[config.mk]
export PLATFORM = sky130hd
export DESIGN_NAME = lsu_agu
export DESIGN_NICKNAME = d
export VERILOG_FILES = /design/src/source/lsu_pkg.sv /design/src/source/lsu_agu.sv
export VERILOG_INCLUDE_DIRS = /design/src /design/src/source
export SDC_FILE = /design/constraint.sdc
export NUM_CORES = 1
export LEC_CHECK = 0
export ABC_AREA = 1
export BUFFER_PORTS_ARGS = -buffer_cell sky130_fd_sc_hd__buf_2
export CAP_MARGIN = 0
export CORE_MARGIN = 2
export CORE_UTILIZATION = 54
export DETAILED_ROUTE_END_ITERATION = 8
export PLACE_DENSITY = 0.92
export SYNTH_ARGS = -nofsm -noshare
export SYNTH_HDL_FRONTEND = slang
export SYNTH_SLANG_ARGS = --single-unit
[constraint.sdc]
create_clock -name clk_i -period 0.8 [get_ports clk_i]
set_input_delay 0.16 -clock clk_i [delete_from_list [all_inputs] [get_ports clk_i]]
set_output_delay 0.16 -clock clk_i [all_outputs]
set_load 0.05 [all_outputs]
[src/source/lsu_macros.svh]
// Sizing of the load/store unit and its data scratchpad
// LSU_WORD_AW must equal log2(LSU_DMEM_WORDS)
`ifndef LSU_MACROS_SVH
`define LSU_MACROS_SVH

// Data and address width
`define LSU_XLEN 32

// Scratchpad depth in 32-bit words, 1 KiB in total
`define LSU_DMEM_WORDS 256

// Word index width into the scratchpad
`define LSU_WORD_AW 8

// Output register stages of the result streams
`define LSU_LOAD_PIPE 1
`define LSU_STORE_PIPE 1

`endif

[src/source/lsu_pkg.sv]
// Types shared by the load/store unit
// Addresses are identity mapped, no MMU fields are carried
`default_nettype none

`include "lsu_macros.svh"

package lsu_pkg;

  localparam int unsigned TRANS_ID_W = 3;

  // Memory operations from the issue stage
  typedef enum logic [3:0] {
    LB  = 4'd0,
    LBU = 4'd1,
    LH  = 4'd2,
    LHU = 4'd3,
    LW  = 4'd4,
    SB  = 4'd5,
    SH  = 4'd6,
    SW  = 4'd7
  } lsu_op_e;

  // RISC-V mcause codes for the data side
  typedef enum logic [3:0] {
    LD_ADDR_MISALIGNED = 4'd4,
    LD_ACCESS_FAULT    = 4'd5,
    ST_ADDR_MISALIGNED = 4'd6,
    ST_ACCESS_FAULT    = 4'd7
  } exc_cause_e;

  // Registered control stage after the AGU
  typedef struct packed {
    logic                      valid;
    logic [`LSU_XLEN-1:0]      vaddr;
    logic [`LSU_XLEN/8-1:0]    be;
    logic [`LSU_XLEN-1:0]      wdata;
    lsu_op_e                   op;
    logic                      is_store;
    logic [TRANS_ID_W-1:0]     trans_id;
    logic                      ex_valid;
    exc_cause_e                ex_cause;
  } lsu_ctrl_t;

  typedef struct packed {
    logic                 valid;
    exc_cause_e           cause;
    logic [`LSU_XLEN-1:0] tval;
  } lsu_exc_t;

  typedef struct packed {
    logic                  valid;
    logic [TRANS_ID_W-1:0] trans_id;
    logic [`LSU_XLEN-1:0]  data;
    lsu_exc_t              ex;
  } ld_result_t;

  typedef struct packed {
    logic                  valid;
    logic [TRANS_ID_W-1:0] trans_id;
    lsu_exc_t              ex;
  } st_result_t;

endpackage

`default_nettype wire

[src/source/lsu_agu.sv]
// Address generation and exception detection, one instruction per cycle
// Any address at or above the scratchpad size is an access fault
`timescale 1ns/1ns
`default_nettype none

`include "lsu_macros.svh"

module lsu_agu (
  input  logic                           clk_i,
  input  logic                           rst_ni,
  input  logic                           valid_i,
  input  lsu_pkg::lsu_op_e               op_i,
  input  logic [`LSU_XLEN-1:0]           operand_a_i,
  input  logic [`LSU_XLEN-1:0]           imm_i,
  input  logic [`LSU_XLEN-1:0]           operand_b_i,
  input  logic [lsu_pkg::TRANS_ID_W-1:0] trans_id_i,
  output lsu_pkg::lsu_ctrl_t             ctrl_o
);

  import lsu_pkg::*;

  logic [`LSU_XLEN-1:0]   vaddr;
  logic [`LSU_XLEN/8-1:0] be;
  logic                   is_store;
  logic                   misaligned;
  logic                   out_of_range;
  lsu_ctrl_t              ctrl_d;
  lsu_ctrl_t              ctrl_q;

  assign vaddr = operand_a_i + imm_i;

  assign is_store = (op_i == SB) || (op_i == SH) || (op_i == SW);

  // Bits above the 1 KiB scratchpad window
  assign out_of_range = |vaddr[`LSU_XLEN-1:`LSU_WORD_AW+2];

  // ------------------------------------------------------------
  // Byte enables and alignment
  // ------------------------------------------------------------
  always_comb begin
    case (op_i)
      LB, LBU, SB: begin
        be         = 4'b0001 << vaddr[1:0];
        misaligned = 1'b0;
      end
      LH, LHU, SH: begin
        be         = 4'b0011 << vaddr[1:0];
        misaligned = vaddr[0];
      end
      default: begin
        be         = 4'b1111;
        misaligned = |vaddr[1:0];
      end
    endcase
  end

  // ------------------------------------------------------------
  // Control stage
  // ------------------------------------------------------------
  always_comb begin
    ctrl_d          = '0;
    ctrl_d.valid    = valid_i;
    ctrl_d.vaddr    = vaddr;
    ctrl_d.be       = be;
    ctrl_d.wdata    = operand_b_i;
    ctrl_d.op       = op_i;
    ctrl_d.is_store = is_store;
    ctrl_d.trans_id = trans_id_i;
    ctrl_d.ex_valid = out_of_range | misaligned;
    // Access fault takes priority over misalignment
    if (out_of_range) begin
      ctrl_d.ex_cause = is_store ? ST_ACCESS_FAULT : LD_ACCESS_FAULT;
    end else if (misaligned) begin
      ctrl_d.ex_cause = is_store ? ST_ADDR_MISALIGNED : LD_ADDR_MISALIGNED;
    end
  end

  always_ff @(posedge clk_i or negedge rst_ni) begin
    if (!rst_ni) begin
      ctrl_q <= '0;
    end else begin
      ctrl_q <= ctrl_d;
    end
  end

  assign ctrl_o = ctrl_q;

endmodule

`default_nettype wire

==> impl_metrics.yaml, run 1 <==
cts:
  cts_resized: 358
  clock-sinks: 80
  cts_setup_buffers: 21
  numCtsBuffers: 9
  root_buffer: "clkbuf_8"
  htreeDepth: 3
  cts-hold-fix-buffers: 39
  cts_buffer_depth: 2
logic_synthesis:
  seq_area_frac_synth_pct: 40.6
  synth_cells: 686
  syn_nets: 824
  yosysMostFrequentCell: "nand2_1"
  avgSynthCellArea_sq_um: 7.18
  synth_area_sq_mm: 0.00493
  yosys-top-cells-count: "nand2_1 (259), inv_1 (134), dfrtp_1 (80)"
  synth_top_area_share_pct: 40.6
  synth_top_area_cell: "dfrtp_1"
  ys_ff_latch: 80
  netlist_top_cells_area: "dfrtp_1 (41%), nand2_1 (20%), inv_1 (10%), ha_1 (7.9%), nand3_1 (3.6%)"
  postSynth.asyncResetShare_pct: 100
  ys_warn_count: 0
  synth.distinct_cells: 26
  synth_edf_count: 0
  yosys_most_used_dff: "dfrtp_1"
status:
  error_line: "[ERROR DPL-0038] Utilization greater than 100%, impossible to legalize"
  status: "aborted with a tool error"
  lastStage: "clock tree synthesis"
die:
  die_width_microns: 99.5
  rows: 34
  start_util_pct: 56.2
  ios: 188
  die_y_microns: 99.5
placed_design:
  dpl.hpwl_microns: 13300
  gp_congestion: 0.969
  portBuffers: 186
  dpl_worst_slack_ps: -1390
-- through the flow --
| step | utilization (%) | std cells | hold WS [ps] | area, sq um |
|---|---|---|---|---|
| after floorplan | - | 686 | -136 | 5420 |
| after global placement | 81.2 | 1061 | 13.8 | 7110 |
| after detailed placement | 81.2 | 1061 | 17.2 | 7110 |
-- kinds of logic after synthesis --
group                      after synthesis  synth area share (%)
adders and majority gates               32                  8.28
buffers and inverters                  139                  10.7
AOI/OAI and AO/OA                       28                  3.25
other                                    1                0.0761
xor gates and xnor gates                14                  2.49
and+or+nand+nor                        392                  34.5
DFF                                     80                  40.6
==> run 2, diff against run 1 <==
--- a/config.mk
+++ b/config.mk
@@ -10,9 +10,9 @@
 export BUFFER_PORTS_ARGS = -buffer_cell sky130_fd_sc_hd__buf_2
 export CAP_MARGIN = 0
 export CORE_MARGIN = 2
-export CORE_UTILIZATION = 54
+export CORE_UTILIZATION = 40
 export DETAILED_ROUTE_END_ITERATION = 8
-export PLACE_DENSITY = 0.92
+export PLACE_DENSITY_LB_ADDON = 0.15
 export SYNTH_ARGS = -nofsm -noshare
 export SYNTH_HDL_FRONTEND = slang
 export SYNTH_SLANG_ARGS = --single-unit
==> impl_metrics.yaml, run 2 <==
setup_path:
  cp-start-kind: "input port"
  slowest_stage: "fa_2"
  cp_top_family: "simple AND/OR/NAND/NOR gates"
  path_cells: "buf_8 -> ha_4 -> inv_2 -> fa_2 -> inv_2 -> nand3_2 -> nand3_2 -> nand3_2 -> nand3_4 -> nand2_4 -> nand3_2 -> nand2_2 -> nor2_2 -> nand2_1 -> nor2_2 -> nand3_2 -> nand2_1 -> nand2_1"
  cp_data_required_time_ps: 1020
  cp_common_cell: "nand3_2"
  path_max_fanout: 3
  arrival_ps: 1960
  crit_path_end_kind: "register"
  slowest_delay_ps: 350
  cp.buffers_inverters: 3
  criticalPathCategory: "input port to register"
routing:
  drc: 0
  firstDrtPassIters: 4
  ant_nets: 0
  viasPerCell: 4.86
  wl_microns: 20000
  wl_per_cell_microns: 16.9
  first_iter_violations: 343
  vias: 5735
die:
  start_util_pct: 41.0
  die_y_microns: 115
  die-area_sq_mm: 0.0132
  rows: 40
  die_width_microns: 115
  ios: 188
  core_region_area_sq_mm: 0.0120
cts:
  clk_pin_slew_worst_paths_ps: 60
  root_buffer: "clkbuf_16"
  numCtsBuffers: 9
  cts_buffer_depth: 2
  cts_tree: "yes"
  htreeDepth: 3
  clock-sinks: 80
power_and_ir_drop:
  power.internal_mw: 10.3
  power_frac_seq_pct: 27.9
  swShare_pct: 39.3
  powerDensity_mw_per_mm2: 1710
  pwr-share-clk_pct: 23.1
  leakage_nw: 5.15
  total_power_mw: 17.0
  ir_worst_vdd_mv: 1.20
  power_frac_comb_pct: 49.0
  p_sw_mw: 6.69
global_route:
  overflow: 0
  use_met3_pct: 3.80
  grt_busiest_layer: "met2"
  antenna_found_initial: 0
  grt_pass1_wl_microns: 29000
  met2_usage_pct: 51.6
  grt_pass1_vias: 5862
  grt_max_degree: 39
  track_usage_pct: 28.3
  grt_use_met1_pct: 34.7
logic_synthesis:
  synth_edf_count: 0
  synth_top_area_share_pct: 40.6
  postSynth.asyncResetShare_pct: 100
  yosys_most_used_dff: "dfrtp_1"
  seq_area_frac_synth_pct: 40.6
  synth_simple_gate_area_share_pct: 34.5
  muxShareOfSynthArea_pct: 0
  synthXorXnorAreaFrac_pct: 2.49
  synth_top_family_by_area: "simple AND/OR/NAND/NOR gates"
  synth_cells: 686
  yosys-top-cells-count: "nand2_1 (259), inv_1 (134), dfrtp_1 (80)"
  synth_adder_area_share_pct: 8.28
  ys_warn_count: 0
  synth-compound-area-share_pct: 3.25
  synth_top_area_cell: "dfrtp_1"
  netlist_top_cells_area: "dfrtp_1 (41%), nand2_1 (20%), inv_1 (10%), ha_1 (7.9%), nand3_1 (3.6%)"
  synth.distinct_cells: 26
  syn_nets: 824
  ys_ff_latch: 80
  yosysMostFrequentCell: "nand2_1"
  avgSynthCellArea_sq_um: 7.18
  synth_area_sq_mm: 0.00493
placed_design:
  dpl_worst_slack_ps: -1320
  gp_congestion: 0.949
  portBuffers: 186
  dpl.hpwl_microns: 13100
  place_area_sq_mm: 0.00721
  dp.cells: 1100
job:
  cap_violations: 0
cells_and_area:
  drive_above_1_share_pct: 62.4
  largest_reg_flops: 80
  multi_input_area_sq_mm: 0.00393
  fin_util_pct: 82.9
  fin_area_sq_mm: 0.00996
  fin_cells: 1181
  final_common_cell: "buf_6"
  regArea_sq_mm: 0.00200
  fillers: 688
  area_delta_synth_final_pct: 102
  nets: 1165
  layout_common_cells: "buf_6 (143), nand2_2 (113), nand2_1 (106), inv_1 (97), dfrtp_1 (79)"
timing:
  hold_slack_ps: 80.6
  slew_viol_final: 0
  min_period_over_period_pct: 218
  finalCriticalPeriod_ps: 1740
  hold_viol: 0
  finalSetupViolations: 119
  fin_setup_tns_ps: -35210
  fmax_mhz: 573
  setup_slack_ps: -945
  rsz0062_at_grt: "yes"
status:
  violations: "setup timing"
  status: "finished, violations left"
min_path:
  hp-class: "input port to register"
run 2: cell counts after synthesis:
No cell type changed its count.
run 2: timing repair:
action / in CTS / in global routing
hold buffers: 39 / 0
gates resized for setup: 308 / 231
buffers inserted: 16 / 22
pin swaps: 76 / 106
hold endpoints to repair: 118 / 0
setup endpoints to repair: 118 / 119
run 2: cells by family (layout without fill, tap and decap cells):
kind of cell	count (synthesis)	after routing
simple gates	392	392
buf+inv	139	485
flops	80	80
fa+ha+maj	32	32
compound gates	28	28
xor+xnor	14	14
other cells	1	3
run 2: layout make-up:
class,count,share of cell area (%)
Clock inverter,4,0.276
Timing Repair Buffer,332,30.4
Clock buffer,12,2.58
Sequential cell,80,20.1
Multi-Input combinational cell,467,39.5
Tap cell,147,1.85
Antenna cell,2,0.0503
Inverter,137,5.21
run 2: worst paths after layout:
check / endpoint / cells past startpoint / start
max: ctrl_o[1] / 18 / imm_i[0]
min: ctrl_o[12] / 2 / op_i[3]
max in group asynchronous: ctrl_o[35] / 3 / rst_ni
min in group asynchronous: ctrl_o[49] / 2 / rst_ni
run 2: layer usage:
layer / wire, microns / up-vias
li1: - / 2749
met1: 7790 / 2742
met2: 10500 / 206
met3: 1120 / 38
met4: 514 / 0
met5: 0 / -
run 2: power groups by stage:
stage          Combinational [mW]  Clock, mW  Sequential, mW
2_1_floorplan                2.10          0            6.26
3_3_place_gp                 5.92          0            4.68
3_5_place_dp                 5.97          0            4.69
4_1_cts                      7.26       3.83            4.73
5_1_grt                      8.81       4.14            4.78
6_report                     8.34       3.93            4.75
(Power assumes the default switching activity.)
==> run 3, diff against run 2 <==
--- a/config.mk
+++ b/config.mk
@@ -10,7 +10,7 @@
 export BUFFER_PORTS_ARGS = -buffer_cell sky130_fd_sc_hd__buf_2
 export CAP_MARGIN = 0
 export CORE_MARGIN = 2
-export CORE_UTILIZATION = 40
+export CORE_UTILIZATION = 48
 export DETAILED_ROUTE_END_ITERATION = 8
 export PLACE_DENSITY_LB_ADDON = 0.15
 export SYNTH_ARGS = -nofsm -noshare
==> impl_metrics.yaml, run 3 <==
global_route:
  grt_max_degree: 40
logic_synthesis:
  avgSynthCellArea_sq_um: 7.18
  ys_ff_latch: 80
  synth_edf_count: 0
  synthXorXnorAreaFrac_pct: 2.49
  synth_top_area_share_pct: 40.6
  synth_top_family_by_area: "simple AND/OR/NAND/NOR gates"
  synth-compound-area-share_pct: 3.25
  synth_area_sq_mm: 0.00493
  seq_area_frac_synth_pct: 40.6
  netlist_top_cells_area: "dfrtp_1 (41%), nand2_1 (20%), inv_1 (10%), ha_1 (7.9%), nand3_1 (3.6%)"
  syn_nets: 824
  yosys_most_used_dff: "dfrtp_1"
  synth.distinct_cells: 26
  yosysMostFrequentCell: "nand2_1"
  synth_cells: 686
  synth_adder_area_share_pct: 8.28
  postSynth.asyncResetShare_pct: 100
  muxShareOfSynthArea_pct: 0
  synth_top_area_cell: "dfrtp_1"
  synth_simple_gate_area_share_pct: 34.5
  ys_warn_count: 0
  yosys-top-cells-count: "nand2_1 (259), inv_1 (134), dfrtp_1 (80)"
cts:
  htreeDepth: 3
  cts_buffer_depth: 2
  clock-sinks: 80
  root_buffer: "clkbuf_8"
  numCtsBuffers: 9
placed_design:
  dpl.hpwl_microns: 13500
  gp_congestion: 0.905
  portBuffers: 186
  dpl_worst_slack_ps: -1390
die:
  start_util_pct: 49.9
  die_width_microns: 105
  rows: 36
  die_y_microns: 105
  ios: 188
status:
  lastStage: "global routing"
  error_line: "[ERROR DPL-0038] Utilization greater than 100%, impossible to legalize"
  status: "aborted with a tool error"
timing:
  endpoint_type: "register data pin"
  postGrtWorstEndpoint: "ctrl_o[2]$_DFF_PN0_/D"
==> run 3: cell counts after synthesis <==
No cell type changed its count.
==> run 3: repair_timing <==
| action | in CTS |
|---|---|
| hold buffers | 38 |
| endpoints found under the setup margin | 119 |
| gates cloned | 0 |
| gates resized for setup | 305 |
| pin swaps | 56 |
| setup buffers | 16 |
| endpoints found under the hold margin | 117 |
==> run 3: cell families after synthesis <==
| logic type | count (synthesis) |
|---|---|
| AO/OA/AOI/OAI | 28 |
| flip-flops | 80 |
| XOR/XNOR | 14 |
| AND/OR/NAND/NOR | 392 |
| other | 1 |
| buffers and inverters | 139 |
| adder cells (fa/ha/maj) | 32 |
==> run 3: through the flow <==
step | hold WS, ps | util (%) | cell area [sq um] | std cells
after CTS | 27.9 | 90.8 | 8960 | 1162
after global placement | 14.1 | 73.0 | 7210 | 1094
after detailed placement | 18.5 | 73.0 | 7210 | 1094
after floorplan | -136 | - | 5420 | 686
