<file path="config.mk">
export PLATFORM = sky130hd
export DESIGN_NAME = store_unit_flat
export DESIGN_NICKNAME = d
export VERILOG_FILES = /design/src/source/lsu_pkg.sv /design/src/source/mem_port_if.sv /design/src/source/store_unit.sv /design/src/flat_wrapper.sv
export VERILOG_INCLUDE_DIRS = /design/src /design/src/source
export SDC_FILE = /design/constraint.sdc
export NUM_CORES = 1
export LEC_CHECK = 0
export BUFFER_PORTS_ARGS = -buffer_cell sky130_fd_sc_hd__buf_2
export CAP_MARGIN = 15
export CORE_MARGIN = 5
export CORE_UTILIZATION = 38
export CTS_CLUSTER_DIAMETER = 40
export DETAILED_ROUTE_END_ITERATION = 7
export HOLD_SLACK_MARGIN = 0.08
export PLACE_DENSITY = 0.81
export SETUP_SLACK_MARGIN = 0.2
export SYNTH_ARGS = -nofsm -noshare
export SYNTH_HDL_FRONTEND = slang
export SYNTH_SLANG_ARGS = --single-unit
</file>
<file path="constraint.sdc">
create_clock -name clk_i -period 2.2 [get_ports clk_i]
set_input_delay 0.44 -clock clk_i [delete_from_list [all_inputs] [get_ports clk_i]]
set_output_delay 0.44 -clock clk_i [all_outputs]
set_load 0.02 [all_outputs]
</file>
<file path="src/source/lsu_macros.svh">
// Sizing of the load/store unit and its data scratchpad
// LSU_WORD_AW must equal log2(LSU_DMEM_WORDS)
`ifndef LSU_MACROS_SVH
`define LSU_MACROS_SVH

// Data and address width
`define LSU_XLEN 32

// Scratchpad depth in 32-bit words, 1 KiB in total
`define LSU_DMEM_WORDS 256

// Word index width into the scratchpad
`define LSU_WORD_AW 8

// Output register stages of the result streams
`define LSU_LOAD_PIPE 1
`define LSU_STORE_PIPE 1

`endif

</file>
<file path="src/source/lsu_pkg.sv">
// Types shared by the load/store unit
// Addresses are identity mapped, no MMU fields are carried
`default_nettype none

`include "lsu_macros.svh"

package lsu_pkg;

  localparam int unsigned TRANS_ID_W = 3;

  // Memory operations from the issue stage
  typedef enum logic [3:0] {
    LB  = 4'd0,
    LBU = 4'd1,
    LH  = 4'd2,
    LHU = 4'd3,
    LW  = 4'd4,
    SB  = 4'd5,
    SH  = 4'd6,
    SW  = 4'd7
  } lsu_op_e;

  // RISC-V mcause codes for the data side
  typedef enum logic [3:0] {
    LD_ADDR_MISALIGNED = 4'd4,
    LD_ACCESS_FAULT    = 4'd5,
    ST_ADDR_MISALIGNED = 4'd6,
    ST_ACCESS_FAULT    = 4'd7
  } exc_cause_e;

  // Registered control stage after the AGU
  typedef struct packed {
    logic                      valid;
    logic [`LSU_XLEN-1:0]      vaddr;
    logic [`LSU_XLEN/8-1:0]    be;
    logic [`LSU_XLEN-1:0]      wdata;
    lsu_op_e                   op;
    logic                      is_store;
    logic [TRANS_ID_W-1:0]     trans_id;
    logic                      ex_valid;
    exc_cause_e                ex_cause;
  } lsu_ctrl_t;

  typedef struct packed {
    logic                 valid;
    exc_cause_e           cause;
    logic [`LSU_XLEN-1:0] tval;
  } lsu_exc_t;

  typedef struct packed {
    logic                  valid;
    logic [TRANS_ID_W-1:0] trans_id;
    logic [`LSU_XLEN-1:0]  data;
    lsu_exc_t              ex;
  } ld_result_t;

  typedef struct packed {
    logic                  valid;
    logic [TRANS_ID_W-1:0] trans_id;
    lsu_exc_t              ex;
  } st_result_t;

endpackage

`default_nettype wire

</file>
<file path="src/source/mem_port_if.sv">
// One scratchpad request per cycle, read data returns a cycle later
`timescale 1ns/1ns
`default_nettype none

`include "lsu_macros.svh"

interface mem_port_if;

  logic                   req;
  logic                   we;
  logic [`LSU_WORD_AW-1:0] addr;
  logic [`LSU_XLEN/8-1:0] be;
  logic [`LSU_XLEN-1:0]   wdata;
  logic [`LSU_XLEN-1:0]   rdata;

  // Requesting side
  modport unit (output req, we, addr, be, wdata, input rdata);

  // Memory side
  modport mem (input req, we, addr, be, wdata, output rdata);

endinterface

`default_nettype wire

</file>
<file path="src/source/store_unit.sv">
// Scratchpad stores, written in the control-stage cycle
// No store buffer, so a store completes as soon as it is written
`timescale 1ns/1ns
`default_nettype none

`include "lsu_macros.svh"

module store_unit (
  input  logic                clk_i,
  input  logic                rst_ni,
  input  lsu_pkg::lsu_ctrl_t  ctrl_i,
  mem_port_if.unit            mem,
  output lsu_pkg::st_result_t result_o
);

  import lsu_pkg::*;

  logic                  is_store;
  logic [`LSU_XLEN-1:0]  lane_data;
  logic                  valid_q;
  logic                  ex_q;
  logic [TRANS_ID_W-1:0] trans_id_q;
  exc_cause_e            cause_q;
  logic [`LSU_XLEN-1:0]  addr_q;

  assign is_store = ctrl_i.valid & ctrl_i.is_store;

  // Replicate the data so every byte enable sees its lane
  always_comb begin
    case (ctrl_i.op)
      SB:      lane_data = {4{ctrl_i.wdata[7:0]}};
      SH:      lane_data = {2{ctrl_i.wdata[15:0]}};
      default: lane_data = ctrl_i.wdata;
    endcase
  end

  assign mem.req   = is_store & ~ctrl_i.ex_valid;
  assign mem.we    = 1'b1;
  assign mem.addr  = ctrl_i.vaddr[`LSU_WORD_AW+1:2];
  assign mem.be    = ctrl_i.be;
  assign mem.wdata = lane_data;

  // Completion record, taken together with the write
  always_ff @(posedge clk_i or negedge rst_ni) begin
    if (!rst_ni) begin
      valid_q <= 1'b0;
      ex_q    <= 1'b0;
    end else begin
      valid_q <= is_store;
      ex_q    <= is_store & ctrl_i.ex_valid;
    end
  end

  always_ff @(posedge clk_i) begin
    if (is_store) begin
      trans_id_q <= ctrl_i.trans_id;
      cause_q    <= ctrl_i.ex_cause;
      addr_q     <= ctrl_i.vaddr;
    end
  end

  always_comb begin
    result_o = '0;
    if (valid_q) begin
      result_o.valid    = 1'b1;
      result_o.trans_id = trans_id_q;
      result_o.ex.valid = ex_q;
      if (ex_q) begin
        result_o.ex.cause = cause_q;
        result_o.ex.tval  = addr_q;
      end
    end
  end

endmodule

`default_nettype wire

</file>
<file path="src/flat_wrapper.sv">
// flat-port wrapper written by rule: the top's interface ports become plain ports
module store_unit_flat import lsu_pkg::*;
  (clk_i, rst_ni, ctrl_i, result_o, mem_req, mem_we, mem_addr, mem_be, mem_wdata, mem_rdata);
  mem_port_if mem_i ();
  input  logic clk_i;
  input  logic rst_ni;
  input  lsu_pkg::lsu_ctrl_t ctrl_i;
  output lsu_pkg::st_result_t result_o;
  output wire logic [$bits(mem_i.req)-1:0] mem_req;
  output wire logic [$bits(mem_i.we)-1:0] mem_we;
  output wire logic [$bits(mem_i.addr)-1:0] mem_addr;
  output wire logic [$bits(mem_i.be)-1:0] mem_be;
  output wire logic [$bits(mem_i.wdata)-1:0] mem_wdata;
  input wire logic [$bits(mem_i.rdata)-1:0] mem_rdata;
  assign mem_req = mem_i.req;
  assign mem_we = mem_i.we;
  assign mem_addr = mem_i.addr;
  assign mem_be = mem_i.be;
  assign mem_wdata = mem_i.wdata;
  assign mem_i.rdata = mem_rdata;
  store_unit u_core (.clk_i(clk_i), .rst_ni(rst_ni), .ctrl_i(ctrl_i), .mem(mem_i), .result_o(result_o));
endmodule
</file>
==> results of run 1 <==
-- per-layer routing --
| metal | track usage (%) | up-vias |
|---|---|---|
| met5 | 0 | - |
| met3 | 5.39 | 15 |
| met1 | 15.8 | 886 |
| met2 | 29.7 | 118 |
| li1 | - | 939 |
| met4 | 7.25 | 0 |
-- logic make-up (layout without fill, tap and decap cells) --
family / count (synthesis) / count (layout) / share of synthesized area, %
and+or+nand+nor: 64 / 65 / 18.0
other: 1 / 1 / 0.164
AOI/OAI and AO/OA: 24 / 24 / 7.02
xor gates and xnor gates: 1 / 1 / 1.21
DFF: 41 / 41 / 53.5
buffers and inverters: 37 / 178 / 11.8
muxes: 16 / 16 / 8.22
-- how the worst max path moves through the flow --
stage / from / endpoint / slack [ns]
final: ctrl_i[11] / mem_wdata[23] / 0.24
after global routing: ctrl_i[10] / mem_wdata[28] / 0.21
after CTS: ctrl_i[11] / mem_wdata[18] / 0.19
after detailed placement: ctrl_i[11] / mem_wdata[28] / 0.14
after global placement: ctrl_i[10] / mem_wdata[28] / 0.15
after floorplan: ctrl_i[9] / mem_wdata[24] / 0.31
-- layout make-up --
class,instances,area share [%]
clock buffer,7,2.75
tap,75,2.99
sequential,41,38.9
clock inverter,1,0.955
timing repair buffer,170,28.1
multi-input combinational,107,26.3
-- Yosys cell counts --
cell type | instances | area share [%]
edfxtp_1 | 39 | 51
and3_1 | 37 | 10
buf_4 | 23 | 7.6
mux2_2 | 14 | 6.9
a211oi_1 | 8 | 2.6
a21oi_1 | 8 | 1.8
clkbuf_1 | 8 | 1.3
nor2_1 | 8 | 1.3
o31ai_1 | 8 | 2.6
and2_1 | 5 | 1.4
nand2b_1 | 5 | 1.4
or2b_1 | 4 | 1.3
buf_6 | 3 | 1.5
dfrtp_1 | 2 | 2.2
mux2_4 | 2 | 1.3
nor2b_1 | 2 | 0.55
buf_2 | 1 | 0.22
buf_8 | 1 | 0.66
clkbuf_8 | 1 | 0.60
conb_1 | 1 | 0.16
nand2_4 | 1 | 0.49
nand4bb_4 | 1 | 1.2
or2_2 | 1 | 0.27
xor2_4 | 1 | 1.2
-- critical path, cell delays in order --
cell     delay (ns)
buf_2          0.14
nor2b_2        0.17
buf_4          0.17
nand2_8        0.10
mux2_2         0.34
buf_2          0.16
-- sequential cells by signal, summed over array words and instances (netlist names) --
| name | count |
|---|---|
| u_core.addr_q | 32 |
| u_core.cause_q | 4 |
| u_core.trans_id_q | 3 |
| u_core.ex_q | 1 |
| u_core.valid_q | 1 |
-- stage by stage --
step,worst slack [ns],cells,total power [mW],hold WS [ns],area [um^2]
floorplan,0.305,184,1.17,0.144,2280
global placement,0.149,391,1.29,0.225,2970
detailed placement,0.140,391,1.30,0.234,2970
CTS,0.194,401,1.91,0.315,3120
global route,0.206,401,1.99,0.310,3140
finish,0.239,401,1.91,0.319,3140
-- where the power goes --
group	switching, mW	internal (mW)	total [mW]	leakage [nW]
clock	0.250	0.370	0.620	0.0585
combinational	0.208	0.154	0.363	1.17
sequential	0.0163	0.911	0.927	0.391
total	0.474	1.44	1.91	1.62
-- what timing repair did --
| action | 4_1_cts | 5_1_grt |
|---|---|---|
| pin swaps | 1 | 1 |
| hold buffers | 1 | 0 |
| endpoints found under the hold margin | 2 | 0 |
| gates cloned | 1 | 0 |
| resized for setup | 2 | 6 |
| endpoints found under the setup margin | 42 | 14 |
==> flow_metrics.py, run 1 <==
metrics = {
    "die": {
        "initial_utilization_pct": 38.8,
        "std_cell_rows": 28,
        "ios": 203,
        "core_um2": 5890,
        "die-width_um": 87.5,
        "die_h_um": 87.5,
        "dieArea_um2": 7660,
    },
    "drt": {
        "finalWirelength_mm": 6.41,
        "dr.pass1.iters": 4,
        "met3_wirelength_um": 828,
        "viasPerCell": 4.88,
        "dr.max_layer_used": "met4",
        "vias": 1958,
        "drt_iter0_markers": 40,
        "routedWlPerCell_um": 16.0,
        "m1WireLength_mm": 2.20,
        "drc_errors": 0,
        "dr_wl_met2_mm": 3.20,
        "antenna_left": 0,
    },
    "setup_path": {
        "start_kind": "primary input",
        "path_class": "in2out",
        "cp-end-kind": "output pin",
        "critical_path.max_fanout": 8,
        "cp.required_ns": 1.76,
        "cp.arrival_ns": 1.52,
    },
    "global_routing": {
        "grt_pass1_wl_mm": 9.39,
        "grtUsageTotal_pct": 16.0,
        "grt_pass1_vias": 1920,
        "grt_max_degree": 41,
        "grt.overflow.total": 0,
        "antenna_found_initial": 0,
    },
    "sta": {
        "setup_tns_ns": 0,
        "max_freq_ghz": 0.510,
        "slew_violations": 0,
        "grt_setup_unrepaired": "no",
        "fin_crit_ns": 1.96,
        "hold_viol": 0,
        "finalSetupViolations": 0,
        "period_share_pct": 89.1,
    },
    "clock_tree": {
        "cts.clk_slew.worst_paths_ns": 0.08,
        "cts_tree": "built",
        "cts.sinks": 41,
        "root_buffer": "clkbuf_8",
        "htree_levels": 2,
        "cts.path.max_buffers": 2,
        "cts_setup_buffers": 0,
        "cts_made_buffers": 5,
    },
    "min_path": {
        "hold_path.class": "in2reg",
        "min-delay-start": "ctrl_i[0]",
        "hold_end": "u_core.cause_q[0]$_DFFE_PP_",
        "hold_path_depth": 1,
    },
    "yosys": {
        "synth_seq_cells": 41,
        "yosysSeqAreaShare_pct": 53.5,
        "netlist_instances": 184,
        "syn-num-nets": 300,
        "yosys.cell_types.count": 24,
        "syn_area_um2": 2280,
        "yosysWarnings": 0,
        "syn_area_per_cell_um2": 12.4,
    },
    "placed_design": {
        "hpwlAfterDp_mm": 4.98,
        "io_buffer_count": 161,
        "place_congestion": 0.791,
    },
    "final_layout": {
        "mostFrequentLayoutCell": "buf_2",
        "n_fill_cell": 541,
        "drive_gt1_share_pct": 61.7,
        "fin_nets": 441,
        "diodes": 0,
        "final_util_pct": 53.4,
        "multiInputGateArea_um2": 827,
        "mostFrequentLayoutCells": "buf_2, edfxtp_1, and3_1, mux2_2, buf_4",
        "regArea_um2": 1220,
        "syn_to_final_growth_pct": 37.7,
    },
    "pwr": {
        "power_density_nw_per_um2": 608,
        "ir_drop_mv": 0.643,
        "leakagePower_nw": 1.62,
    },
    "run": {
        "max_cap_viol_count": 0,
    },
    "run_status": {
        "run_status": "complete, no violations",
    },
}
(Power assumes the default switching activity.)
==> run 2: changes to the inputs <==
--- a/config.mk
+++ b/config.mk
@@ -9,11 +9,11 @@
 export BUFFER_PORTS_ARGS = -buffer_cell sky130_fd_sc_hd__buf_2
 export CAP_MARGIN = 15
 export CORE_MARGIN = 5
-export CORE_UTILIZATION = 38
+export CORE_UTILIZATION = 24
 export CTS_CLUSTER_DIAMETER = 40
 export DETAILED_ROUTE_END_ITERATION = 7
 export HOLD_SLACK_MARGIN = 0.08
-export PLACE_DENSITY = 0.81
+export PLACE_DENSITY = 0.55
 export SETUP_SLACK_MARGIN = 0.2
 export SYNTH_ARGS = -nofsm -noshare
 export SYNTH_HDL_FRONTEND = slang
==> constraint.sdc (replaced) <==
create_clock -name clk_i -period 2.2 [get_ports clk_i]
set_input_delay 0.66 -clock clk_i [delete_from_list [all_inputs] [get_ports clk_i]]
set_output_delay 0.66 -clock clk_i [all_outputs]
set_load 0.02 [all_outputs]
==> run 2 against run 1 <==
Routed wire length increased by 10%. Power increased by 5.7%. Clock-buffer cell count decreased by 2. Sequential power decreased by 0.5%. Critical path depth decreased by 1. The flow now finishes with violations (setup timing). Highest routed layer unchanged. Combinational power increased by 32%. First-iteration DRC count decreased by 13%. Global-route usage decreased by 4.6 points. Via count increased by 2.2%. Clock power about the same.
==> flow_metrics.py, run 2 (synthesized netlist as in run 1, its figures left out) <==
metrics = {
    "die": {
        "initial_utilization_pct": 24.7,
        "ios": 203,
        "die-width_um": 108,
        "die_h_um": 108,
        "dieArea_um2": 11600,
        "std_cell_rows": 35,
        "core_um2": 9240,
    },
    "final_layout": {
        "final_util_pct": 39.6,
        "final_cells": 461,
        "drive_gt1_share_pct": 70.5,
        "regMostFlops": "u_core.addr_q",
        "diodes": 0,
        "fin_nets": 447,
        "mostFrequentLayoutCell": "buf_2",
        "syn_to_final_growth_pct": 60.4,
        "n_fill_cell": 914,
        "largest_reg_flops": 32,
        "reg_top3": "u_core.addr_q x32, u_core.cause_q x4, u_core.trans_id_q x3",
        "mostFrequentLayoutCells": "buf_2, edfxtp_1, and3_1, buf_4, buf_6",
    },
    "global_routing": {
        "grt_pass1_wl_mm": 10.4,
        "grt_pass1_vias": 2037,
        "grt_max_degree": 41,
        "grtUsageTotal_pct": 11.4,
        "grt.overflow.total": 0,
        "antenna_found_initial": 0,
    },
    "drt": {
        "viasPerCell": 4.34,
        "drc_errors": 0,
        "antenna_left": 0,
        "vias": 2002,
        "drt_iter0_markers": 35,
        "routedWlPerCell_um": 15.3,
        "dr.pass1.iters": 4,
        "finalWirelength_mm": 7.07,
    },
    "clock_tree": {
        "htree_levels": 2,
        "cts_tree": "built",
        "cts.path.max_buffers": 2,
        "root_buffer": "clkbuf_8",
        "cts.clk_slew.worst_paths_ns": 0.08,
        "cts.sinks": 41,
        "cts_made_buffers": 5,
    },
    "sta": {
        "max_freq_ghz": 0.442,
        "hold_viol": 0,
        "slew_headroom_pct": 66.5,
        "period_share_pct": 103,
        "grt_setup_unrepaired": "yes",
        "setup_ws_ns": -0.0621,
        "fin_crit_ns": 2.26,
        "worst_pin_slew_ns": 0.503,
        "slew_violations": 0,
        "finalSetupViolations": 19,
    },
    "pwr": {
        "power_density_nw_per_um2": 551,
        "ir_drop_mv": 0.589,
        "leakagePower_nw": 1.81,
    },
    "setup_path": {
        "cp.arrival_ns": 1.60,
        "cp.required_ns": 1.54,
        "endpoint": "mem_wdata[14]",
        "critical_path.max_fanout": 16,
        "cp-end-kind": "output pin",
        "start_kind": "primary input",
        "crit_path_start": "ctrl_i[12]",
        "path_class": "in2out",
    },
    "run": {
        "max_cap_viol_count": 0,
    },
    "placed_design": {
        "dp.cells": 448,
        "hpwlAfterDp_mm": 5.21,
        "place_congestion": 0.727,
        "io_buffer_count": 161,
    },
    "run_status": {
        "run_status": "finished, violations left",
        "violations": "setup timing",
    },
    "min_path": {
        "hold_path.class": "in2async",
    },
}
[run 2: what timing repair did]
item,4_1_cts,5_1_grt
hold buffers,0,0
resized for setup,69,14
gates cloned,1,0
buffers inserted,3,1
hold endpoints to repair,0,0
endpoints found under the setup margin,55,25
pin swaps,12,11
[run 2: cell type report]
type | instances | area [um^2] | share of cell area, %
timing repair buffer | 177 | 1140 | 31.2
tap | 129 | 161 | 4.41
clock buffer | 5 | 68.8 | 1.88
multi-input combinational | 106 | 1020 | 27.9
clock inverter | 3 | 43.8 | 1.20
sequential | 41 | 1220 | 33.4
[run 2: metal layers]
layer	part of all wire, %	vias to the layer above	global-route usage (%)
met3	11	6	4.14
met2	49	117	20.0
met4	1.2	0	4.15
li1	-	948	-
met5	0	-	0
met1	39	931	12.5
[run 2: worst min path at each step]
| stage | startpoint | endpoint | slack [ns] | depth (start not counted) |
|---|---|---|---|---|
| floorplan | rst_ni | u_core.ex_q$_DFF_PN0_ | 0.36 | 0 |
| global placement | rst_ni | u_core.ex_q$_DFF_PN0_ | 0.45 | 1 |
| detailed placement | rst_ni | u_core.ex_q$_DFF_PN0_ | 0.45 | 1 |
| CTS | rst_ni | u_core.ex_q$_DFF_PN0_ | 0.12 | 1 |
| global route | rst_ni | u_core.ex_q$_DFF_PN0_ | 0.12 | 1 |
| finish | rst_ni | u_core.ex_q$_DFF_PN0_ | 0.13 | 1 |
[run 2: metrics by stage]
stage / power (mW) / cell area (um^2) / setup TNS [ns] / hold slack [ns] / setup slack, ns
3_5_place_dp: 1.33 / 3170 / -3.71 / 0.448 / -0.190
5_1_grt: 2.10 / 3660 / -1.29 / 0.120 / -0.0789
2_1_floorplan: 1.19 / 2400 / 0 / 0.364 / 0.0467
6_report: 2.02 / 3660 / -0.795 / 0.134 / -0.0621
3_3_place_gp: 1.32 / 3170 / -3.61 / 0.446 / -0.180
4_1_cts: 2.02 / 3590 / -0.759 / 0.125 / -0.0677
[run 2: critical path, stage by stage]
cell and delay [ns]:
buf_8 0.10, nand4bb_4 0.22, buf_12 0.17, mux2_4 0.29, buf_2 0.16
[run 2: where the power goes]
part | switching (mW) | internal, mW
logic | 0.248 | 0.230
registers | 0.0108 | 0.911
clock network | 0.278 | 0.340
