$ cat config.mk
export PLATFORM = sky130hd
export DESIGN_NAME = load_unit_flat
export DESIGN_NICKNAME = d
export VERILOG_FILES = /design/src/source/lsu_pkg.sv /design/src/source/mem_port_if.sv /design/src/source/load_unit.sv /design/src/flat_wrapper.sv
export VERILOG_INCLUDE_DIRS = /design/src /design/src/source
export SDC_FILE = /design/constraint.sdc
export NUM_CORES = 1
export LEC_CHECK = 0
export BUFFER_PORTS_ARGS = -buffer_cell sky130_fd_sc_hd__buf_2
export CELL_PAD_IN_SITES_DETAIL_PLACEMENT = 1
export CELL_PAD_IN_SITES_GLOBAL_PLACEMENT = 1
export CORE_UTILIZATION = 29
export DETAILED_ROUTE_END_ITERATION = 10
export GPL_TIMING_DRIVEN = 0
export PLACE_DENSITY_LB_ADDON = 0.08
export SYNTH_ARGS = -nofsm -noshare
export SYNTH_HDL_FRONTEND = slang
export SYNTH_SLANG_ARGS = --single-unit
export TNS_END_PERCENT = 30
$ cat constraint.sdc
create_clock -name clk_i -period 5.9 [get_ports clk_i]
set_clock_uncertainty 0.1 [all_clocks]
set_input_delay 0.295 -clock clk_i [delete_from_list [all_inputs] [get_ports clk_i]]
set_output_delay 0.295 -clock clk_i [all_outputs]
set_load 0.02 [all_outputs]
$ cat src/source/lsu_macros.svh
// Sizing of the load/store unit and its data scratchpad
// LSU_WORD_AW must equal log2(LSU_DMEM_WORDS)
`ifndef LSU_MACROS_SVH
`define LSU_MACROS_SVH

// Data and address width
`define LSU_XLEN 32

// Scratchpad depth in 32-bit words, 1 KiB in total
`define LSU_DMEM_WORDS 256

// Word index width into the scratchpad
`define LSU_WORD_AW 8

// Output register stages of the result streams
`define LSU_LOAD_PIPE 1
`define LSU_STORE_PIPE 1

`endif

$ cat src/source/lsu_pkg.sv
// Types shared by the load/store unit
// Addresses are identity mapped, no MMU fields are carried
`default_nettype none

`include "lsu_macros.svh"

package lsu_pkg;

  localparam int unsigned TRANS_ID_W = 3;

  // Memory operations from the issue stage
  typedef enum logic [3:0] {
    LB  = 4'd0,
    LBU = 4'd1,
    LH  = 4'd2,
    LHU = 4'd3,
    LW  = 4'd4,
    SB  = 4'd5,
    SH  = 4'd6,
    SW  = 4'd7
  } lsu_op_e;

  // RISC-V mcause codes for the data side
  typedef enum logic [3:0] {
    LD_ADDR_MISALIGNED = 4'd4,
    LD_ACCESS_FAULT    = 4'd5,
    ST_ADDR_MISALIGNED = 4'd6,
    ST_ACCESS_FAULT    = 4'd7
  } exc_cause_e;

  // Registered control stage after the AGU
  typedef struct packed {
    logic                      valid;
    logic [`LSU_XLEN-1:0]      vaddr;
    logic [`LSU_XLEN/8-1:0]    be;
    logic [`LSU_XLEN-1:0]      wdata;
    lsu_op_e                   op;
    logic                      is_store;
    logic [TRANS_ID_W-1:0]     trans_id;
    logic                      ex_valid;
    exc_cause_e                ex_cause;
  } lsu_ctrl_t;

  typedef struct packed {
    logic                 valid;
    exc_cause_e           cause;
    logic [`LSU_XLEN-1:0] tval;
  } lsu_exc_t;

  typedef struct packed {
    logic                  valid;
    logic [TRANS_ID_W-1:0] trans_id;
    logic [`LSU_XLEN-1:0]  data;
    lsu_exc_t              ex;
  } ld_result_t;

  typedef struct packed {
    logic                  valid;
    logic [TRANS_ID_W-1:0] trans_id;
    lsu_exc_t              ex;
  } st_result_t;

endpackage

`default_nettype wire

$ cat src/source/mem_port_if.sv
// One scratchpad request per cycle, read data returns a cycle later
`timescale 1ns/1ns
`default_nettype none

`include "lsu_macros.svh"

interface mem_port_if;

  logic                   req;
  logic                   we;
  logic [`LSU_WORD_AW-1:0] addr;
  logic [`LSU_XLEN/8-1:0] be;
  logic [`LSU_XLEN-1:0]   wdata;
  logic [`LSU_XLEN-1:0]   rdata;

  // Requesting side
  modport unit (output req, we, addr, be, wdata, input rdata);

  // Memory side
  modport mem (input req, we, addr, be, wdata, output rdata);

endinterface

`default_nettype wire

$ cat src/source/load_unit.sv
// Scratchpad loads with sign or zero extension
// Read data arrives one cycle after the request, so the result follows the control stage
`timescale 1ns/1ns
`default_nettype none

`include "lsu_macros.svh"

module load_unit (
  input  logic                clk_i,
  input  logic                rst_ni,
  input  lsu_pkg::lsu_ctrl_t  ctrl_i,
  mem_port_if.unit            mem,
  output lsu_pkg::ld_result_t result_o
);

  import lsu_pkg::*;

  logic                  is_load;
  logic                  valid_q;
  logic                  ex_q;
  lsu_op_e               op_q;
  logic [1:0]            offset_q;
  logic [TRANS_ID_W-1:0] trans_id_q;
  exc_cause_e            cause_q;
  logic [`LSU_XLEN-1:0]  addr_q;
  logic [`LSU_XLEN-1:0]  shifted;
  logic [`LSU_XLEN-1:0]  ld_data;

  assign is_load = ctrl_i.valid & ~ctrl_i.is_store;

  // Faulting loads never touch memory
  assign mem.req   = is_load & ~ctrl_i.ex_valid;
  assign mem.we    = 1'b0;
  assign mem.addr  = ctrl_i.vaddr[`LSU_WORD_AW+1:2];
  assign mem.be    = ctrl_i.be;
  assign mem.wdata = '0;

  always_ff @(posedge clk_i or negedge rst_ni) begin
    if (!rst_ni) begin
      valid_q <= 1'b0;
      ex_q    <= 1'b0;
    end else begin
      valid_q <= is_load;
      ex_q    <= is_load & ctrl_i.ex_valid;
    end
  end

  // What is needed to pick the data once it returns
  always_ff @(posedge clk_i) begin
    if (is_load) begin
      op_q       <= ctrl_i.op;
      offset_q   <= ctrl_i.vaddr[1:0];
      trans_id_q <= ctrl_i.trans_id;
      cause_q    <= ctrl_i.ex_cause;
      addr_q     <= ctrl_i.vaddr;
    end
  end

  // ------------------------------------------------------------
  // Alignment and extension
  // ------------------------------------------------------------
  assign shifted = mem.rdata >> {offset_q, 3'b000};

  always_comb begin
    case (op_q)
      LB:      ld_data = {{24{shifted[7]}}, shifted[7:0]};
      LBU:     ld_data = {24'b0, shifted[7:0]};
      LH:      ld_data = {{16{shifted[15]}}, shifted[15:0]};
      LHU:     ld_data = {16'b0, shifted[15:0]};
      default: ld_data = mem.rdata;
    endcase
  end

  always_comb begin
    result_o = '0;
    if (valid_q) begin
      result_o.valid    = 1'b1;
      result_o.trans_id = trans_id_q;
      if (ex_q) begin
        result_o.ex.valid = 1'b1;
        result_o.ex.cause = cause_q;
        result_o.ex.tval  = addr_q;
      end else begin
        result_o.data = ld_data;
      end
    end
  end

endmodule

`default_nettype wire

$ cat src/flat_wrapper.sv
// flat-port wrapper written by rule: the top's interface ports become plain ports
module load_unit_flat import lsu_pkg::*;
  (clk_i, rst_ni, ctrl_i, result_o, mem_req, mem_we, mem_addr, mem_be, mem_wdata, mem_rdata);
  mem_port_if mem_i ();
  input  logic clk_i;
  input  logic rst_ni;
  input  lsu_pkg::lsu_ctrl_t ctrl_i;
  output lsu_pkg::ld_result_t result_o;
  output wire logic [$bits(mem_i.req)-1:0] mem_req;
  output wire logic [$bits(mem_i.we)-1:0] mem_we;
  output wire logic [$bits(mem_i.addr)-1:0] mem_addr;
  output wire logic [$bits(mem_i.be)-1:0] mem_be;
  output wire logic [$bits(mem_i.wdata)-1:0] mem_wdata;
  input wire logic [$bits(mem_i.rdata)-1:0] mem_rdata;
  assign mem_req = mem_i.req;
  assign mem_we = mem_i.we;
  assign mem_addr = mem_i.addr;
  assign mem_be = mem_i.be;
  assign mem_wdata = mem_i.wdata;
  assign mem_i.rdata = mem_rdata;
  load_unit u_core (.clk_i(clk_i), .rst_ni(rst_ni), .ctrl_i(ctrl_i), .mem(mem_i), .result_o(result_o));
endmodule
==> results of run 1 <==
## worst paths after layout
check / from / end / slack, ns
min: ctrl_i[72] / u_core.addr_q[23] / 0.07
max in group asynchronous: rst_ni / u_core.ex_q / 5.37
max: u_core.op_q[3] / result_o[46] / 3.22
min in group asynchronous: rst_ni / u_core.valid_q / 0.23
## cell type report
| type | count | area (um^2) | share of cell area [%] |
|---|---|---|---|
| sequential | 45 | 1340 | 34.0 |
| multi-input combinational | 152 | 1060 | 26.9 |
| timing repair buffer | 167 | 856 | 21.7 |
| buffer | 67 | 435 | 11.0 |
| tap | 108 | 135 | 3.42 |
| clock buffer | 7 | 86.3 | 2.19 |
| clock inverter | 1 | 30.0 | 0.760 |
| inverter | 1 | 3.75 | 0.0951 |
## metal layers
layer,up-vias,track usage [%],part of all wire (%)
li1,1218,-,-
met1,1158,18.5,40
met2,130,31.0,52
met3,6,3.83,7.8
met4,0,3.79,0.83
met5,-,0,0
## sequential cells by signal (all words and copies together) (netlist names)
| register | count |
|---|---|
| u_core.addr_q | 32 |
| u_core.cause_q | 4 |
| u_core.ex_q | 1 |
| u_core.op_q | 4 |
| u_core.trans_id_q | 3 |
| u_core.valid_q | 1 |
## through the flow
| step | area, um^2 | hold slack, ns |
|---|---|---|
| 5_1_grt | 3950 | 0.0546 |
| 3_5_place_dp | 3820 | -0.0168 |
| 4_1_cts | 3950 | 0.0599 |
| 6_report | 3950 | 0.0708 |
| 3_3_place_gp | 3790 | -0.0196 |
| 2_1_floorplan | 2830 | -0.101 |
## critical path: stages, from the launching register on
cell,delay (ns)
edfxtp_1,0.39
or2_2,0.31
buf_2,0.19
nor3_1,0.65
a221o_1,0.29
buf_2,0.17
## power groups by stage
stage	Sequential (W)	Clock [W]	Combinational, W
6_report	0.000379	0.000238	0.000193
4_1_cts	0.000380	0.000246	0.000193
3_5_place_dp	0.000387	0	0.000192
3_3_place_gp	0.000387	0	0.000188
5_1_grt	0.000382	0.000256	0.000208
2_1_floorplan	0.000385	0	0.000125
## kinds of logic (layout without fill, tap and decap cells)
| logic type | after synthesis | in the layout | synth area share, % |
|---|---|---|---|
| other | 1 | 33 | 0.138 |
| multiplexers | 9 | 9 | 3.83 |
| AO/OA/AOI/OAI | 49 | 49 | 16.9 |
| buffers and inverters | 68 | 243 | 16.2 |
| AND/OR/NAND/NOR | 61 | 61 | 13.5 |
| flip-flops | 45 | 45 | 49.4 |
## cells in the final DEF, fill, tap and decap left out, types with 3 or more instances in the layout
cell       synthesis  layout
clkbuf_8           0       6
o221a_2            7       7
buf_4             46      46
buf_2              3     168
and2_1             5       5
mux2i_1            7       7
o2bb2ai_1         23      23
conb_1             1      33
and3_1            36      36
a2bb2oi_1          7       7
nand2_1            3       3
clkbuf_1          16      17
a221o_1            7       7
nor2_1             5       5
edfxtp_1          43      43
nor2b_1            5       4
==> flow_metrics.env, run 1 <==
export IMPL_run_status="complete, no violations"
export IMPL_hold_depth=1
export IMPL_drive_gt1_share_pct=53.4
export IMPL_fin_setup_tns_ns=0
export IMPL_start_util_pct=30.5
export IMPL_fmax_ghz=0.373
export IMPL_synth_seq_area_share_pct=49.4
export IMPL_rows=34
export IMPL_setup_viol_count_final=0
export IMPL_p_seq_share_pct=46.8
export IMPL_dp_hpwl_um=6720
export IMPL_maxCapViolations=0
export IMPL_worstPathRequired_ns=5.51
export IMPL_synth_top_area_share_pct=47.6
export IMPL_vias=2512
export IMPL_htree_levels=2
export IMPL_grt_antenna_before_repair=0
export IMPL_place_worst_setup_slack_ns=3.52
export IMPL_diodes=0
export IMPL_yosys_top_cells_area="edfxtp_1 (48%), buf_4 (13%), and3_1 (8.3%)"
export IMPL_hold_viol_final=0
export IMPL_clock_sinks=45
export IMPL_ys_types=31
export IMPL_p_total_w=0.000810
export IMPL_power_density_nw_per_um2=205
export IMPL_place_congestion=0.811
export IMPL_ios=235
export IMPL_synth_ff_latch_count=45
export IMPL_slew_viol_final=0
export IMPL_root_buffer="clkbuf_8"
export IMPL_drt_iter0_markers=43
export IMPL_start_kind="flop"
export IMPL_power_leakage_nw=2.10
export IMPL_syn_to_final_growth_pct=45.5
export IMPL_p_int_w=0.000592
export IMPL_viasPerCell=4.58
export IMPL_cts_buffers=5
export IMPL_fin_nets=555
export IMPL_ys_warn_count=0
export IMPL_cts_tree="done"
export IMPL_synthesis_area_um2=2710
export IMPL_synth_edff_count=43
export IMPL_ctsResizeCount=0
export IMPL_swShare_pct=26.9
export IMPL_wl_per_cell_um=14.9
export IMPL_grt_pass1_wl_um=12700
export IMPL_p_comb_share_pct=23.8
export IMPL_grt_util_all_layers_pct=16.3
export IMPL_drt_first_pass_iters=4
export IMPL_grt_max_degree=37
export IMPL_async_reset_ff_share_pct=4.44
export IMPL_utilization_pct=44.4
export IMPL_fill_cells=1069
export IMPL_clockPowerShare_pct=29.4
export IMPL_final_cells=548
export IMPL_crit_type="flop to output pin"
export IMPL_die_w_um=98.7
export IMPL_ctsHoldBuffers=1
export IMPL_clk_pin_slew_ns=0.08
export IMPL_worstHoldPathType="input pin to flop"
export IMPL_synthTopCellsByCount="buf_4 (46), edfxtp_1 (43), and3_1 (36)"
export IMPL_core_area_um2=8890
export IMPL_synth_ff_type="edfxtp_1"
export IMPL_setup_ws_ns=3.22
export IMPL_portBuffers=165
export IMPL_cts_setup_buffers=0
export IMPL_grt_setup_unrepaired="no"
export IMPL_synthMostInstantiatedCell="buf_4"
export IMPL_synth_cells=233
export IMPL_grt_pass1_vias=2518
export IMPL_route_detailed_drc=0
export IMPL_dp_cells=539
export IMPL_worst_slew_pin_slew_ns=0.770
export IMPL_dieArea_um2=9750
export IMPL_clk_path_buf_depth=2
export IMPL_fp_dieH_um=98.7
export IMPL_synth_area_leader_cell="edfxtp_1"
export IMPL_finalCriticalPeriod_ns=2.68
export IMPL_wl_um=8150
export IMPL_grt_overflow_total=0
export IMPL_endpoint_kind="output pin"
export IMPL_power_switching_w=0.000218
export IMPL_path_max_fanout=10
export IMPL_synth_avg_cell_area_um2=11.6
export IMPL_ir_drop_uv=145
export IMPL_slew_headroom_pct=48.3
export IMPL_crit_arrival_ns=2.28
export IMPL_fin_crit_sh_pct=45.4
export IMPL_ant_nets=0
Power figures use the tool's default switching activity.
==> run 2, diff against run 1 <==
--- a/config.mk
+++ b/config.mk
@@ -9,7 +9,7 @@
 export BUFFER_PORTS_ARGS = -buffer_cell sky130_fd_sc_hd__buf_2
 export CELL_PAD_IN_SITES_DETAIL_PLACEMENT = 1
 export CELL_PAD_IN_SITES_GLOBAL_PLACEMENT = 1
-export CORE_UTILIZATION = 29
+export CORE_UTILIZATION = 27
 export DETAILED_ROUTE_END_ITERATION = 10
 export GPL_TIMING_DRIVEN = 0
 export PLACE_DENSITY_LB_ADDON = 0.08
==> constraint.sdc (replaced) <==
create_clock -name clk_i -period 2.8 [get_ports clk_i]
set_clock_uncertainty 0.1 [all_clocks]
set_input_delay 0.14 -clock clk_i [delete_from_list [all_inputs] [get_ports clk_i]]
set_output_delay 0.14 -clock clk_i [all_outputs]
set_load 0.02 [all_outputs]
==> run 2 against run 1 <==
  * Die area increased by 7.3%
  * Global-route usage is 0.52 points lower
  * Sequential power grew 110%
  * Non-clock buffer count increased by 44
  * Critical path depth unchanged
  * Final cell count up 12%
  * Cell area grew 11%
==> flow_metrics.env, run 2 (same netlist as run 1, synthesis figures left out) <==
export IMPL_run_status="complete, no violations"
export IMPL_crit_family="simple AND/OR/NAND/NOR gates"
export IMPL_worstHoldPathType="input pin to asynchronous set/reset pin"
export IMPL_place_congestion=0.745
export IMPL_grt_antenna_before_repair=0
export IMPL_grt_overflow_total=0
export IMPL_grt_pass1_wl_um=12800
export IMPL_crit_arrival_ns=2.33
export IMPL_p_total_w=0.00162
export IMPL_cp_common_cell="buf_2"
export IMPL_ctsResizeCount=0
export IMPL_core_area_um2=9770
export IMPL_htree_levels=2
export IMPL_grt_setup_unrepaired="no"
export IMPL_slew_headroom_pct=41.4
export IMPL_setup_viol_count_final=0
export IMPL_fin_setup_tns_ns=0
export IMPL_fmax_ghz=0.389
export IMPL_layout_commonest_cell="buf_2"
export IMPL_start_util_pct=27.8
export IMPL_finalCriticalPeriod_ns=2.57
export IMPL_maxCapViolations=0
export IMPL_grt_max_degree=35
export IMPL_drive_gt1_share_pct=48.2
export IMPL_clk_path_buf_depth=2
export IMPL_portBuffers=165
export IMPL_start_kind="flop"
export IMPL_cts_tree="done"
export IMPL_most_common_layout_cells="buf_2 (168), buf_4 (46), dlygate4sd3_1 (45)"
export IMPL_cp_buffers_inverters=2
export IMPL_route_detailed_drc=0
export IMPL_worstPathRequired_ns=2.56
export IMPL_final_area_um2=4380
export IMPL_ios=235
export IMPL_drt_iter0_markers=67
export IMPL_path_max_fanout=10
export IMPL_viasPerCell=4.35
export IMPL_clock_sinks=45
export IMPL_cts_buffers=5
export IMPL_wl_per_cell_um=14.1
export IMPL_slew_viol_final=0
export IMPL_diodes=0
export IMPL_power_leakage_nw=2.27
export IMPL_dpl_cell_area_um2=3850
export IMPL_root_buffer="clkbuf_8"
export IMPL_ir_drop_uv=223
export IMPL_hold_viol_final=0
export IMPL_largest_register_ffs=32
export IMPL_clk_pin_slew_ns=0.07
export IMPL_syn_to_final_growth_pct=61.4
export IMPL_fp_dieH_um=102
export IMPL_utilization_pct=44.8
export IMPL_power_density_nw_per_um2=370
export IMPL_critPathSlowestCell="nor3_1"
export IMPL_wl_um=8710
export IMPL_dieArea_um2=10500
export IMPL_endpoint_kind="output pin"
export IMPL_ant_nets=0
export IMPL_rows=36
export IMPL_drt_first_pass_iters=4
export IMPL_cp_cell_sequence="or2_2 > buf_2 > nor3_1 > a221o_1 > buf_2"
export IMPL_fin_crit_sh_pct=91.7
export IMPL_fin_nets=599
export IMPL_die_w_um=102
export IMPL_largestRegisters="u_core.addr_q (32), u_core.cause_q (4), u_core.op_q (4)"
export IMPL_crit_type="flop to output pin"
export IMPL_critPathMaxStageDelay_ns=0.72
export IMPL_worst_slew_pin_slew_ns=0.873
export IMPL_vias=2681
export IMPL_largest_register="u_core.addr_q"
export IMPL_grt_pass1_vias=2635
export IMPL_dp_hpwl_um=6750
export IMPL_grt_util_all_layers_pct=15.8
[run 2: area by class of cell]
cell class	count	area, um^2
Buffer	67	435
Tap cell	133	166
Multi-Input combinational cell	152	1060
Clock buffer	6	72.6
Sequential cell	45	1340
Inverter	1	3.75
Clock inverter	1	3.75
Fill cell	1183	5390
Timing Repair Buffer	211	1300
[run 2: repair_timing]
action / CTS / global route
hold endpoints to repair: 46 / 0
buffers inserted: 0 / 0
hold buffers: 45 / 0
[run 2: layer usage]
layer / global-route usage (%) / vias up / part of all wire, %
met5: 0 / - / 0
met4: 4.95 / 0 / 0.99
met3: 3.69 / 8 / 8.0
met2: 29.6 / 139 / 50
met1: 17.6 / 1228 / 41
li1: - / 1306 / -
[run 2: power by group]
group,internal [W],total [W],switching (W)
sequential,0.000786,0.000799,0.0000136
clock,0.000169,0.000367,0.000198
combinational,0.000211,0.000455,0.000244
[run 2: through the flow]
stage / setup WS, ns / hold WS (ns) / std cells
2_1_floorplan: 0.772 / -0.256 / 265
3_3_place_gp: 0.246 / -0.175 / 563
3_5_place_dp: 0.514 / -0.174 / 564
4_1_cts: 0.195 / 0.0703 / 616
5_1_grt: 0.0876 / 0.0750 / 616
6_report: 0.231 / 0.0825 / 616
[run 2: path summary, 6_finish.rpt]
kind | startpoint | depth (start not counted) | endpoint
max in group asynchronous | rst_ni | 2 | u_core.ex_q
worst min-delay path | rst_ni | 2 | u_core.valid_q
min in group clk_i | ctrl_i[8] | 2 | u_core.cause_q[2]
worst max-delay path | u_core.op_q[3] | 5 | result_o[45]
==> run 3, diff against run 2 <==
==> constraint.sdc (replaced) <==
create_clock -name clk_i -period 2.8 [get_ports clk_i]
set_clock_uncertainty 0.1 [all_clocks]
set_input_delay 0 -clock clk_i [delete_from_list [all_inputs] [get_ports clk_i]]
set_output_delay 0 -clock clk_i [all_outputs]
set_load 0.02 [all_outputs]
==> run 3 against run 2 <==
  * Final cell count up 0.32%
  * Core utilization is 0.49 points higher
  * Cell area is 1.1% higher
  * Setup slack better by 0.052 ns
  * Global-route usage increased by 1.3 points
  * Hold slack got worse by 0.0048 ns
  * Critical path depth unchanged
  * Maximum frequency is 2.1% higher
  * Combinational power rose by 1%
  * Clock power rose by 29%
  * Power grew 6.9%
==> flow_metrics.env, run 3 (same netlist as run 1, synthesis figures left out) <==
export IMPL_critPathMaxStageDelay_ns=0.79
export IMPL_clk_path_buf_depth=2
export IMPL_endpoint_kind="output pin"
export IMPL_slew_headroom_pct=35.8
export IMPL_grt_pass1_vias=2768
export IMPL_worst_slew_pin_slew_ns=0.956
export IMPL_ant_nets=0
export IMPL_ios=235
export IMPL_worstHoldPathType="input pin to flop"
export IMPL_start_util_pct=27.8
export IMPL_vias=2706
export IMPL_drt_iter0_markers=51
export IMPL_grt_antenna_before_repair=0
export IMPL_grt_busiest_layer="met2"
export IMPL_grt_pass1_wl_um=13900
export IMPL_cts_buffers=5
export IMPL_cts_tree="done"
export IMPL_slew_viol_final=0
export IMPL_path_max_fanout=10
export IMPL_largestRegisters="u_core.addr_q (32), u_core.cause_q (4), u_core.op_q (4)"
export IMPL_whs_endpoint="u_core.addr_q[30]"
export IMPL_critical_path_startpoint="u_core.op_q[3]"
export IMPL_use_met2_pct=32.1
export IMPL_start_kind="flop"
export IMPL_setup_viol_count_final=0
export IMPL_power_leakage_nw=2.29
export IMPL_most_common_layout_cells="buf_2 (168), dlygate4sd3_1 (47), buf_4 (46)"
export IMPL_fmax_ghz=0.397
export IMPL_grt_setup_unrepaired="no"
export IMPL_final_cells=618
export IMPL_place_worst_setup_slack_ns=0.601
export IMPL_htree_levels=2
export IMPL_rows=36
export IMPL_place_congestion=0.771
export IMPL_largest_register="u_core.addr_q"
export IMPL_fill_cells=1179
export IMPL_worstPathRequired_ns=2.70
export IMPL_finalCriticalPeriod_ns=2.52
export IMPL_fp_dieH_um=102
export IMPL_run_status="complete, no violations"
export IMPL_grt_util_all_layers_pct=17.1
export IMPL_fin_crit_sh_pct=89.9
export IMPL_fin_nets=601
export IMPL_portBuffers=165
export IMPL_die_w_um=102
export IMPL_cp_common_cell="buf_2"
export IMPL_crit_arrival_ns=2.42
export IMPL_grtUsageMet1_pct=19.4
export IMPL_crit_type="flop to output pin"
export IMPL_ir_drop_uv=246
export IMPL_power_density_nw_per_um2=391
export IMPL_wl_um=9180
export IMPL_crit_family="simple AND/OR/NAND/NOR gates"
export IMPL_drt_first_pass_iters=4
export IMPL_maxCapViolations=0
export IMPL_largest_register_ffs=32
export IMPL_syn_to_final_growth_pct=63.2
export IMPL_cts_setup_buffers=0
export IMPL_root_buffer="clkbuf_8"
export IMPL_dp_hpwl_um=6940
export IMPL_hold_path_startpoint="ctrl_i[81]"
export IMPL_wl_per_cell_um=14.9
export IMPL_core_area_um2=9770
export IMPL_hold_viol_final=0
export IMPL_grt_max_degree=32
export IMPL_clk_pin_slew_ns=0.09
export IMPL_dpl_cell_area_um2=3850
export IMPL_cp_cell_sequence="or2_2 > buf_2 > nor3_1 > a221o_1 > buf_2"
export IMPL_clock_sinks=45
export IMPL_critPathSlowestCell="nor3_1"
export IMPL_grt_overflow_total=0
export IMPL_final_area_um2=4430
export IMPL_dp_cells=564
export IMPL_route_detailed_drc=0
export IMPL_cp_buffers_inverters=2
export IMPL_setup_ws_ns=0.283
export IMPL_dieArea_um2=10500
export IMPL_hold_depth=2
export IMPL_use_met3_pct=4.24
export IMPL_diodes=0
export IMPL_viasPerCell=4.38
export IMPL_layout_commonest_cell="buf_2"
export IMPL_drive_gt1_share_pct=48.5
-- run 3: changes by cell type in the layout (fill, tap and decap cells not counted), sizes merged --
cell         previous run  this run
bufinv                  0         1
clkbuf                 22        21
dlygate4sd3            45        47
-- run 3: per-stage QoR --
stage | total power (W) | hold slack, ns | setup TNS [ns] | utilization [%]
6_report | 0.00173 | 0.0777 | 0 | 45.3
3_5_place_dp | 0.00122 | -0.313 | 0 | 39.4
5_1_grt | 0.00182 | 0.0905 | 0 | 45.3
4_1_cts | 0.00175 | 0.0684 | 0 | 45.3
3_3_place_gp | 0.00121 | -0.315 | -31.15 | 39.1
2_1_floorplan | 0.00108 | -0.396 | 0 | -
-- run 3: layer usage --
| layer | share of wire, % | vias to the layer above | routed length (um) |
|---|---|---|---|
| met2 | 51 | 141 | 4660 |
| met3 | 8.7 | 9 | 795 |
| li1 | - | 1305 | - |
| met5 | 0 | - | 0 |
| met1 | 40 | 1251 | 3630 |
| met4 | 1.1 | 0 | 97 |
-- run 3: layout make-up --
type,instances,area (um^2),area share (%)
plain buffers,67,435,9.83
clock buffers,5,68.8,1.55
clock inverters,2,35.0,0.791
inverters,1,3.75,0.0848
multi-input cells,152,1060,24.0
flip-flops and latches,45,1340,30.3
well taps,133,166,3.76
repair buffers,213,1320,29.7
-- run 3: timing repair --
| item | CTS | global route |
|---|---|---|
| hold endpoints to repair | 60 | 0 |
| hold buffers | 47 | 0 |
| gates resized for setup | 0 | 0 |
-- run 3: how the worst max path moves through the flow --
| stage | to | slack [ns] | depth (start not counted) |
|---|---|---|---|
| after detailed placement | result_o[49] | 0.60 | 5 |
| after global placement | u_core.addr_q[6] | -0.68 | 2 |
| after global routing | result_o[49] | 0.17 | 5 |
| after CTS | result_o[49] | 0.27 | 5 |
| final | result_o[50] | 0.28 | 5 |
| after floorplan | mem_req | 0.20 | 2 |
-- run 3: power by group --
| part | internal, W | leakage, nW | switching, W |
|---|---|---|---|
| registers | 0.000786 | 0.430 | 0.0000136 |
| logic | 0.000213 | 1.80 | 0.000247 |
| clock network | 0.000260 | 0.0540 | 0.000213 |
| total | 0.00126 | 2.29 | 0.000475 |
